**src/uart_pkg.sv**
```systemverilog
package uart_pkg;

   // One data byte as it travels on the serial line
   typedef logic [7:0] uart_byte_t;

   // Receive FIFO payload
   // frame_err is set when the stop bit sampled low
   typedef struct packed {
      uart_byte_t data;
      logic       frame_err;
   } rx_frame_t;

   // Receiver FSM
   // DETECT filters the start bit
   // PENDING waits out the rest of a bit period
   // SHIFT is the one-cycle mid-bit sample
   typedef enum logic [1:0] {
      RX_DETECT  = 2'd0,
      RX_PENDING = 2'd1,
      RX_SHIFT   = 2'd2
   } rx_state_t;

endpackage

```
**src/sync_fifo.sv**
```systemverilog
`timescale 1ns/10ps

module sync_fifo #(
   parameter int  DEPTH     = 4,
   parameter type payload_t = logic [7:0]
) (
   input  logic     baud_clk,
   input  logic     rst,
   input  payload_t in_data,
   input  logic     in_valid,
   output logic     in_ready,
   output payload_t out_data,
   output logic     out_valid,
   input  logic     out_ready
);

   localparam int AW = $clog2(DEPTH);
   localparam logic [AW:0] PTR_ONE = (AW + 1)'(1);

   payload_t    mem [DEPTH];
   logic [AW:0] wr_ptr;
   logic [AW:0] rd_ptr;
   logic [AW:0] rd_next;
   logic        push;
   logic        pop;

   // Full when wrap bits differ and addresses match
   assign in_ready = !((wr_ptr[AW] != rd_ptr[AW]) &&
                       (wr_ptr[AW-1:0] == rd_ptr[AW-1:0]));
   assign push = in_valid && in_ready;
   assign pop  = out_valid && out_ready;

   // Head position once this cycle's pop is taken
   assign rd_next = pop ? rd_ptr + PTR_ONE : rd_ptr;

   // Storage written at the tail
   always_ff @(posedge baud_clk) begin
      if (push) begin
         mem[wr_ptr[AW-1:0]] <= in_data;
      end
   end

   always_ff @(posedge baud_clk) begin
      if (rst) begin
         wr_ptr <= '0;
      end else if (push) begin
         wr_ptr <= wr_ptr + PTR_ONE;
      end
   end

   // Read side
   // out_valid mirrors the occupancy seen before this edge
   // so a new entry shows up one cycle after its write
   always_ff @(posedge baud_clk) begin
      if (rst) begin
         rd_ptr    <= '0;
         out_valid <= 1'b0;
      end else begin
         rd_ptr    <= rd_next;
         out_valid <= (wr_ptr != rd_next);
      end
   end

   // Registered copy of the head entry
   // Stays put during a stall since the head slot is never rewritten
   always_ff @(posedge baud_clk) begin
      out_data <= mem[rd_next[AW-1:0]];
   end

   // A full buffer must be offering its head
   a_full_has_head: assert property (@(posedge baud_clk) disable iff (rst)
      !in_ready |-> out_valid);

endmodule

```
**src/uart_rx.sv**
```systemverilog
`timescale 1ns/10ps

module uart_rx #(
   parameter int OVERSAMPLE = 8
) (
   input  logic                baud_clk,
   input  logic                rst,
   input  logic                rxd,
   output uart_pkg::rx_frame_t frame,
   output logic                frame_valid
);

   import uart_pkg::*;

   localparam int CW = $clog2(OVERSAMPLE);
   // Last count of the start filter
   localparam logic [CW-1:0] HALF_LAST = CW'(OVERSAMPLE / 2 - 1);
   // Last count before the sample cycle
   localparam logic [CW-1:0] PEND_LAST = CW'(OVERSAMPLE - 2);
   localparam logic [CW-1:0] CNT_ONE   = CW'(1);

   logic [1:0]    sync_q;
   logic          rxd_s;
   rx_state_t     state;
   logic [CW-1:0] smpl_cnt;
   logic [3:0]    bit_cnt;
   logic          armed;
   uart_byte_t    data_q;

   // Two-flop synchronizer
   // Resets to the idle level so no false start is seen
   always_ff @(posedge baud_clk) begin
      if (rst) begin
         sync_q <= 2'b11;
      end else begin
         sync_q <= {sync_q[0], rxd};
      end
   end

   assign rxd_s = sync_q[1];

   // Receive FSM
   always_ff @(posedge baud_clk) begin
      if (rst) begin
         state       <= RX_DETECT;
         smpl_cnt    <= '0;
         bit_cnt     <= '0;
         armed       <= 1'b0;
         frame_valid <= 1'b0;
      end else begin
         frame_valid <= 1'b0;
         case (state)
            RX_DETECT: begin
               if (rxd_s) begin
                  // High line arms the start detector
                  armed    <= 1'b1;
                  smpl_cnt <= '0;
               end else if (!armed) begin
                  // Still low after a bad stop bit
                  smpl_cnt <= '0;
               end else if (smpl_cnt == HALF_LAST) begin
                  // Start held for half a bit
                  // Now close to its middle
                  smpl_cnt <= '0;
                  bit_cnt  <= '0;
                  state    <= RX_PENDING;
               end else begin
                  smpl_cnt <= smpl_cnt + CNT_ONE;
               end
            end
            RX_PENDING: begin
               // OVERSAMPLE-1 cycles here plus one in SHIFT
               smpl_cnt <= smpl_cnt + CNT_ONE;
               if (smpl_cnt == PEND_LAST) begin
                  state <= RX_SHIFT;
               end
            end
            RX_SHIFT: begin
               smpl_cnt <= '0;
               if (bit_cnt == 4'd8) begin
                  // Mid stop bit
                  // Emit frame and wait for an idle line
                  frame_valid <= 1'b1;
                  armed       <= 1'b0;
                  state       <= RX_DETECT;
               end else begin
                  bit_cnt <= bit_cnt + 4'd1;
                  state   <= RX_PENDING;
               end
            end
            default: begin
               state <= RX_DETECT;
            end
         endcase
      end
   end

   // Data path
   // Bits arrive LSB first and shift in from the top
   always_ff @(posedge baud_clk) begin
      if (state == RX_SHIFT) begin
         if (bit_cnt == 4'd8) begin
            frame <= '{data: data_q, frame_err: !rxd_s};
         end else begin
            data_q <= {rxd_s, data_q[7:1]};
         end
      end
   end

   // One frame per stop bit
   a_valid_pulse: assert property (@(posedge baud_clk) disable iff (rst)
      frame_valid |=> !frame_valid);

   a_state_legal: assert property (@(posedge baud_clk) disable iff (rst)
      state inside {RX_DETECT, RX_PENDING, RX_SHIFT});

endmodule

```
**src/uart_tx.sv**
```systemverilog
`timescale 1ns/10ps

module uart_tx #(
   parameter int OVERSAMPLE = 8
) (
   input  logic                 baud_clk,
   input  logic                 rst,
   input  uart_pkg::uart_byte_t data,
   input  logic                 valid,
   output logic                 ready,
   output logic                 txd
);

   localparam int CW = $clog2(OVERSAMPLE);
   // End of a bit period
   localparam logic [CW-1:0] CYC_LAST   = CW'(OVERSAMPLE - 1);
   // Stop bit releases the shifter one cycle ahead
   localparam logic [CW-1:0] STOP_EARLY = CW'(OVERSAMPLE - 2);
   localparam logic [CW-1:0] CNT_ONE    = CW'(1);

   logic [9:0]    shreg;
   logic [CW-1:0] cyc_cnt;
   logic [3:0]    bit_cnt;
   logic          busy;

   assign ready = !busy;

   // Line driven straight from the shifter flop
   assign txd = shreg[0];

   always_ff @(posedge baud_clk) begin
      if (rst) begin
         shreg   <= '1;
         cyc_cnt <= '0;
         bit_cnt <= '0;
         busy    <= 1'b0;
      end else if (valid && ready) begin
         // Stop, data, start
         shreg   <= {1'b1, data, 1'b0};
         cyc_cnt <= '0;
         bit_cnt <= '0;
         busy    <= 1'b1;
      end else if (busy) begin
         cyc_cnt <= cyc_cnt + CNT_ONE;
         if ((bit_cnt == 4'd9) && (cyc_cnt == STOP_EARLY)) begin
            // Stop bit stays on the line one more cycle
            // so a byte taken now starts right after it
            busy <= 1'b0;
         end else if (cyc_cnt == CYC_LAST) begin
            // Next bit
            // Ones fill in behind it
            shreg   <= {1'b1, shreg[9:1]};
            bit_cnt <= bit_cnt + 4'd1;
         end
      end
   end

   // Line idles high
   a_idle_high: assert property (@(posedge baud_clk) disable iff (rst)
      !busy |-> txd);

endmodule

```
**src/debug_console.sv**
```systemverilog
`timescale 1ns/10ps

module debug_console #(
   parameter int OVERSAMPLE = 8,
   parameter int TX_DEPTH   = 4,
   parameter int RX_DEPTH   = 4
) (
   input  logic                 baud_clk,
   input  logic                 rst,
   input  logic                 rxd,
   output logic                 txd,
   input  uart_pkg::uart_byte_t tx_data,
   input  logic                 tx_valid,
   output logic                 tx_ready,
   output uart_pkg::rx_frame_t  rx_frame,
   output logic                 rx_valid,
   input  logic                 rx_ready,
   output logic                 overrun
);

   import uart_pkg::*;

   // Transmit FIFO to serializer
   uart_byte_t tx_q_data;
   logic       tx_q_valid;
   logic       tx_q_ready;

   // Receiver to receive FIFO
   rx_frame_t  rx_in_frame;
   logic       rx_in_valid;
   logic       rx_in_ready;

   sync_fifo #(
      .DEPTH     (TX_DEPTH),
      .payload_t (uart_byte_t)
   ) u_tx_fifo (
      .baud_clk  (baud_clk),
      .rst       (rst),
      .in_data   (tx_data),
      .in_valid  (tx_valid),
      .in_ready  (tx_ready),
      .out_data  (tx_q_data),
      .out_valid (tx_q_valid),
      .out_ready (tx_q_ready)
   );

   uart_tx #(
      .OVERSAMPLE (OVERSAMPLE)
   ) u_tx (
      .baud_clk (baud_clk),
      .rst      (rst),
      .data     (tx_q_data),
      .valid    (tx_q_valid),
      .ready    (tx_q_ready),
      .txd      (txd)
   );

   uart_rx #(
      .OVERSAMPLE (OVERSAMPLE)
   ) u_rx (
      .baud_clk    (baud_clk),
      .rst         (rst),
      .rxd         (rxd),
      .frame       (rx_in_frame),
      .frame_valid (rx_in_valid)
   );

   // Receiver cannot stall
   // A frame meeting a full FIFO is simply not written
   sync_fifo #(
      .DEPTH     (RX_DEPTH),
      .payload_t (rx_frame_t)
   ) u_rx_fifo (
      .baud_clk  (baud_clk),
      .rst       (rst),
      .in_data   (rx_in_frame),
      .in_valid  (rx_in_valid),
      .in_ready  (rx_in_ready),
      .out_data  (rx_frame),
      .out_valid (rx_valid),
      .out_ready (rx_ready)
   );

   // Sticky overrun, cleared by rst only
   always_ff @(posedge baud_clk) begin
      if (rst) begin
         overrun <= 1'b0;
      end else if (rx_in_valid && !rx_in_ready) begin
         overrun <= 1'b1;
      end
   end

   // Frames are lost only while the host has one waiting
   a_drop_when_pending: assert property (@(posedge baud_clk) disable iff (rst)
      rx_in_valid && !rx_in_ready |-> rx_valid);

endmodule

```
**config.mk**
```make
export PLATFORM = sky130hd
export DESIGN_NAME = debug_console
export DESIGN_NICKNAME = d
export VERILOG_FILES = /design/src/uart_pkg.sv /design/src/sync_fifo.sv /design/src/uart_rx.sv /design/src/uart_tx.sv /design/src/debug_console.sv
export SDC_FILE = /design/constraint.sdc
export NUM_CORES = 1
export LEC_CHECK = 0
export ABC_AREA = 0
export BUFFER_PORTS_ARGS = -buffer_cell sky130_fd_sc_hd__buf_2
export CORE_ASPECT_RATIO = 1.2
export CORE_MARGIN = 10
export CORE_UTILIZATION = 55
export DETAILED_ROUTE_END_ITERATION = 10
export PLACE_DENSITY_LB_ADDON = 0.15
export SLEW_MARGIN = 30
export SYNTH_ARGS = -nofsm -noshare
export SYNTH_HDL_FRONTEND = slang
export SYNTH_HIERARCHICAL = 1
export SYNTH_SLANG_ARGS = --single-unit
export TNS_END_PERCENT = 30
```
**constraint.sdc**
```tcl
create_clock -name baud_clk -period 1.5 [get_ports baud_clk]
set_input_delay 0.225 -clock baud_clk [delete_from_list [all_inputs] [get_ports baud_clk]]
set_output_delay 0.225 -clock baud_clk [all_outputs]
set_load 0.01 [all_outputs]
```
# Yosys cells after proc, flatten, opt, wreduce, memory -nomap -nowiden
# Memories as Yosys holds them, arrays and structs flattened. A register that Yosys moved wholly into a read port is not among the register bits.
# Cells that the tools add are included.
[word_totals]
reg_bits = 62
mem_bits_rw = 68
inputBits = 13
output_inout_bits = 13
n_memories = 2
[mem_list]
columns = ["memory", "depth", "word_bits", "read_ports", "rd_clocked_by_memory_dff", "wr", "line", "source"]
rows = [
  ["u_rx_fifo.mem", 4, 9, 1, 1, 1, "sync_fifo.sv:20", "payload_t mem [DEPTH];"],
  ["u_tx_fifo.mem", 4, 8, 1, 1, 1, "sync_fifo.sv:20", ""],
]
[classes]
addsub = 8
n_eq_ne = 22
mux = 32
bitwise_logic = 3
n_reduce_logical = 26
[ops]
columns = ["cell", "n"]
rows = [
  ["9-bit two-way mux", 4],
  ["3-bit by 1-bit adder with 3-bit output (second input constant)", 6],
  ["4-bit two-way mux", 4],
  ["3-bit two-way mux", 5],
  ["1-bit two-way mux", 11],
  ["2-bit by 1-bit inequality test with 1-bit output (second input constant)", 5],
  ["3-bit equality test (second input constant)", 3],
  ["3-bit case mux with 3 select lines", 1],
  ["3-bit AND reduction", 3],
  ["4-bit by 1-bit adder with 4-bit output (second input constant)", 2],
  ["4-bit equality test (second input constant)", 2],
  ["1-bit logical AND", 8],
  ["2-bit two-way mux", 4],
  ["4-bit case mux with 2 select lines", 1],
  ["2-bit inequality test (second input constant)", 3],
  ["3-bit inequality test", 2],
  ["2-bit case mux with 3 select lines", 1],
  ["2-bit nonzero test", 3],
  ["5-bit AND reduction", 1],
  ["2-bit equality test", 2],
  ["1-bit logical NOT", 4],
  ["2-bit AND reduction", 2],
  ["4-bit AND reduction", 1],
  ["2-bit OR reduction", 2],
  ["8 further kinds", 11],
]

# Depth between registers and ports, before layout
[logic_depth]
ltp_word = 6
depth_mapped = 8

# Cells and area by module
# Netlist, hierarchy kept.
[modules_own_cells]
columns = ["module", "n_inst", "cells_each", "area_per_inst_um2", "seq_area_each_um2"]
rows = [
  ["sync_fifo (u_rx_fifo)", 1, 103, 1933.1, 1401.3],
  ["sync_fifo (u_tx_fifo)", 1, 95, 1775.5, 1261.2],
  ["uart_rx", 1, 108, 1326.3, 770.7],
  ["uart_tx", 1, 87, 827.0, 340.3],
  ["debug_console", 1, 4, 38.8, 20.0],
]

# Least setup slack after synthesis
# Ideal clock, no wire load.
[synth_timing]
path_type = "register to register"
startpoint = "register u_tx.busy"
endpoint = "register u_tx_fifo/out_data[0] in the netlist's numbering (read register of u_tx_fifo.mem)"
setup_time_ns = 0.136
t_arrival_ns = 1.504
slack_ns = -0.140
path_stages_with_launch = 6
path_buffers = 1
cell_sequence = "dfxtp_1 buf_6 inv_1 nand2_2 xor2_4 mux4_1"
[synth_via]
elab_chain_cells = 3
[synth_lines]
columns = ["item", "line", "source"]
rows = [
  ["start, declared", "uart_tx.sv:24", "logic busy;"],
  ["start signal, assigned", "uart_tx.sv:36", "busy <= 1'b0;"],
  ["start signal, assigned", "uart_tx.sv:42", "busy <= 1'b1;"],
  ["start signal, assigned", "uart_tx.sv:48", "busy <= 1'b0;"],
  ["1-bit logical NOT", "uart_tx.sv:26", "assign ready = !busy;"],
  ["net tx_q_ready", "debug_console.sv:26", "logic tx_q_ready;"],
  ["1-bit logical AND", "sync_fifo.sv:31", "assign pop = out_valid && out_ready;"],
  ["3-bit two-way mux", "sync_fifo.sv:34", "assign rd_next = pop ? rd_ptr + PTR_ONE : rd_ptr;"],
  ["end, declared", "sync_fifo.sv:12", "output payload_t out_data,"],
]
# The timed path passes the listed nets, and every way through them passes these cells.
# A chain may end at the register's enable or synchronous reset.

# Final worst setup path
[layout_timing]
startpoint = "register u_tx_fifo.wr_ptr[0]"
endpoint = "output tx_ready"
[layout_via]
elab_chain_cells = 3
[layout_lines]
columns = ["item", "line", "source"]
rows = [
  ["start, declared", "sync_fifo.sv:21", "logic [AW:0] wr_ptr;"],
  ["start signal, assigned", "sync_fifo.sv:47", "wr_ptr <= wr_ptr + PTR_ONE;"],
  ["2-bit equality test", "sync_fifo.sv:29", "(wr_ptr[AW-1:0] == rd_ptr[AW-1:0]));"],
  ["1-bit logical AND", "sync_fifo.sv:28", "assign in_ready = !((wr_ptr[AW] != rd_ptr[AW]) &&"],
  ["1-bit logical NOT", "sync_fifo.sv:28", ""],
  ["end, declared", "debug_console.sv:14", "output logic tx_ready,"],
]
# Every way passes these cells.

==> flow_summary.ini <==
[grt]
grt_max_degree = 21
track_usage_pct = 14.7
grt.overflow.total = 0
grt_pass1_wl_mm = 17.8
grt_pass1_vias = 3626
antenna_found_initial = 0

[placement]
place_ws_ns = -0.0950
place_hpwl_mm = 7.06
place.gp.congestion = 0.763
io_buffers = 25
dpl_cell_area_um2 = 6550

[floorplanning]
die_w_um = 115
die_h_um = 133
start_util_pct = 56.1
row_count = 41
die-area_um2 = 15300
io_pins = 26
coreArea_um2 = 10500

[sta]
grt_setup_unrepaired = true
worst_pin_slew_ns = 0.485
max_freq_ghz = 0.649
max_slew_margin_pct = 67.7
finClkSkew_ns = 0.00640
period_minus_slack_ns = 1.54
slew_violations = 0
timing.final.ws_setup_ns = -0.0399
fin_crit_sh_pct = 103
setup_viol = 3
hold_viol = 0
finalSetupTns_ns = -0.0492

[critical_path]
cp-start-kind = register
path_cells = xnor2_2 > buf_4 > nand3_2 > buf_6
reg2reg_depth = 7
path_depth = 4
r2r_end = u_tx/bit_cnt[2]
crit-reg2reg-launch = u_tx/cyc_cnt[0]
slowest_stage = dfxtp_2
max_stage_delay_ns = 0.33
cp_max_fo = 3
cp.arrival_ns = 1.31
critPathCapture = tx_ready
worst_setup_path_end_kind = output port
critPathBufInv = 2
path_delay_family = flip-flops
cp-startpoint = u_tx_fifo/wr_ptr[0]
crit_type = register to output port
required_ns = 1.27
r2r_slack_ns = -0.01

[finish]
final_util_pct = 70.6
area_growth_pct = 25.9
fillerInstances = 715
drive_gt1_share_pct = 37.8
fin_nets = 533
n_antenna_cell = 0
final_cell_area_um2 = 7430

[drt]
drt_iter0_drc = 175
vias = 3416
ant_nets = 0
wire_per_inst_um = 16.8
dr.pass1.iters = 4
wirelength_mm = 10.7
via_per_inst = 5.36
drc = 0

[synth]
yosysUniqueCellTypes = 57
syn_area_per_cell_um2 = 14.9
synthCells = 397
async_flop_share_pct = 0
synth_area_um2 = 5900
synth_edf_count = 85
synth_area_leaders = edfxtp_1 43%, dfxtp_1 21%, ha_1 5.3%
yosys.area.top_type = edfxtp_1
ys_warn_count = 6
synthFlopType = edfxtp_1
synth-seq-cells = 147
yosysTopAreaCellShare_pct = 43.3
yosysSeqAreaShare_pct = 64.3
synth_fp_nets = 435
yosys-top-cells-count = 85 x edfxtp_1, 62 x dfxtp_1, 25 x ha_1
yosysMostFrequentCell = edfxtp_1

[status]
violations = negative setup slack
status = finished, violations left

[pwr]
powerDensity_nw_per_um2 = 1370
power_leakage_nw = 2.75
peakVddDrop_mv = 0.845
power_w = 0.0102

[cts]
clk_latency_ns = 0.41
cts_buffer_depth = 2
clock-sinks = 147
cts.clk_slew.worst_paths_ns = 0.06
cts_tree = done
htree_num_levels = 4
numCtsBuffers = 17
cts_root_buf = clkbuf_16

[flow_run]
maxCapViolations = 0

[min_path]
min_path_type = input pin to register
power by group:
group	internal, W	switching [W]
logic	0.000947	0.000780
registers	0.00457	0.000186
clock network	0.00217	0.00151
total	0.00769	0.00248
metal layers:
layer	up-vias	wire [um]	global-route usage (%)
li1	1657	-	-
met1	1687	4780	18.0
met2	57	5370	23.7
met3	15	389	4.27
met4	0	163	6.21
met5	-	0	0
cells in the final DEF (no fill, tap or decap), types with 3 or more instances in the layout:
cell	instances
clkinvlp_4	3
a31oi_1	4
dfxtp_2	8
inv_1	21
edfxtp_1	85
xnor2_2	3
nor2b_1	3
dfxtp_1	49
mux2i_1	9
a21oi_1	17
nor3_1	6
clkinv_2	5
ha_1	18
mux4_2	17
nand3_1	7
xnor2_1	11
buf_2	24
xor2_1	4
ha_4	5
clkbuf_16	17
buf_4	54
o21ai_1	5
o21ai_0	8
nor2_1	18
nand2b_1	3
nand2_1	16
buf_12	5
and2_1	6
and2_4	3
dfxtp_4	5
buf_6	5
or2_2	4
cell families after synthesis:
kind of cell	count (synthesis)	share of synthesized area, %
DFF	147	64.3
and+or+nand+nor	81	7.51
adders and majority gates	25	5.30
xor gates and xnor gates	22	3.84
muxes	27	8.76
AOI/OAI and AO/OA	61	7.32
buffers and inverters	34	2.99
how the worst min path moves through the flow:
stage          slack, ns           start             endpoint  depth (start not counted)
5_1_grt             0.01      tx_data[5]  u_tx_fifo/mem[1][5]                          1
2_1_floorplan       0.29             rst              overrun                          1
6_report            0.03      tx_data[5]  u_tx_fifo/mem[0][5]                          1
3_5_place_dp        0.39  u_rx/sync_q[0]       u_rx/sync_q[1]                          1
4_1_cts             0.01      tx_data[5]  u_tx_fifo/mem[1][5]                          1
3_3_place_gp        0.40  u_rx/sync_q[0]       u_rx/sync_q[1]                          1
per-stage QoR:
stage / std cells / hold slack (ns)
6_report: 637 / 0.0338
2_1_floorplan: 397 / 0.287
4_1_cts: 629 / 0.0101
5_1_grt: 637 / 0.0111
3_5_place_dp: 592 / 0.394
3_3_place_gp: 592 / 0.399
flip-flops by register name (all words and copies together), names as in the netlist, 4 cells and up:
register            cells
u_rx_fifo/out_data      9
u_rx/data_q             8
u_tx_fifo/out_data      8
u_tx_fifo/mem          32
u_rx_fifo/mem          36
u_tx/bit_cnt            4
u_tx/shreg              9
u_rx/bit_cnt            4
u_rx/frame              9
layout make-up:
| type | count | area (um^2) | area share (%) |
|---|---|---|---|
| Sequential cell | 147 | 3820 | 51.4 |
| Tap cell | 129 | 161 | 2.17 |
| Timing Repair Buffer | 90 | 707 | 9.51 |
| Inverter | 23 | 91.3 | 1.23 |
| Clock buffer | 21 | 460 | 6.20 |
| Clock inverter | 11 | 63.8 | 0.859 |
| Multi-Input combinational cell | 216 | 2120 | 28.6 |
what timing repair did:
action | CTS | global route
pin swaps | 6 | 9
hold buffers | 1 | 0
buffers inserted | 4 | 8
resized for setup | 21 | 42
gates cloned | 0 | 0
endpoints found under the setup margin | 33 | 107
endpoints found under the hold margin | 1 | 0
No activity file was read; power rests on OpenSTA's default activity.
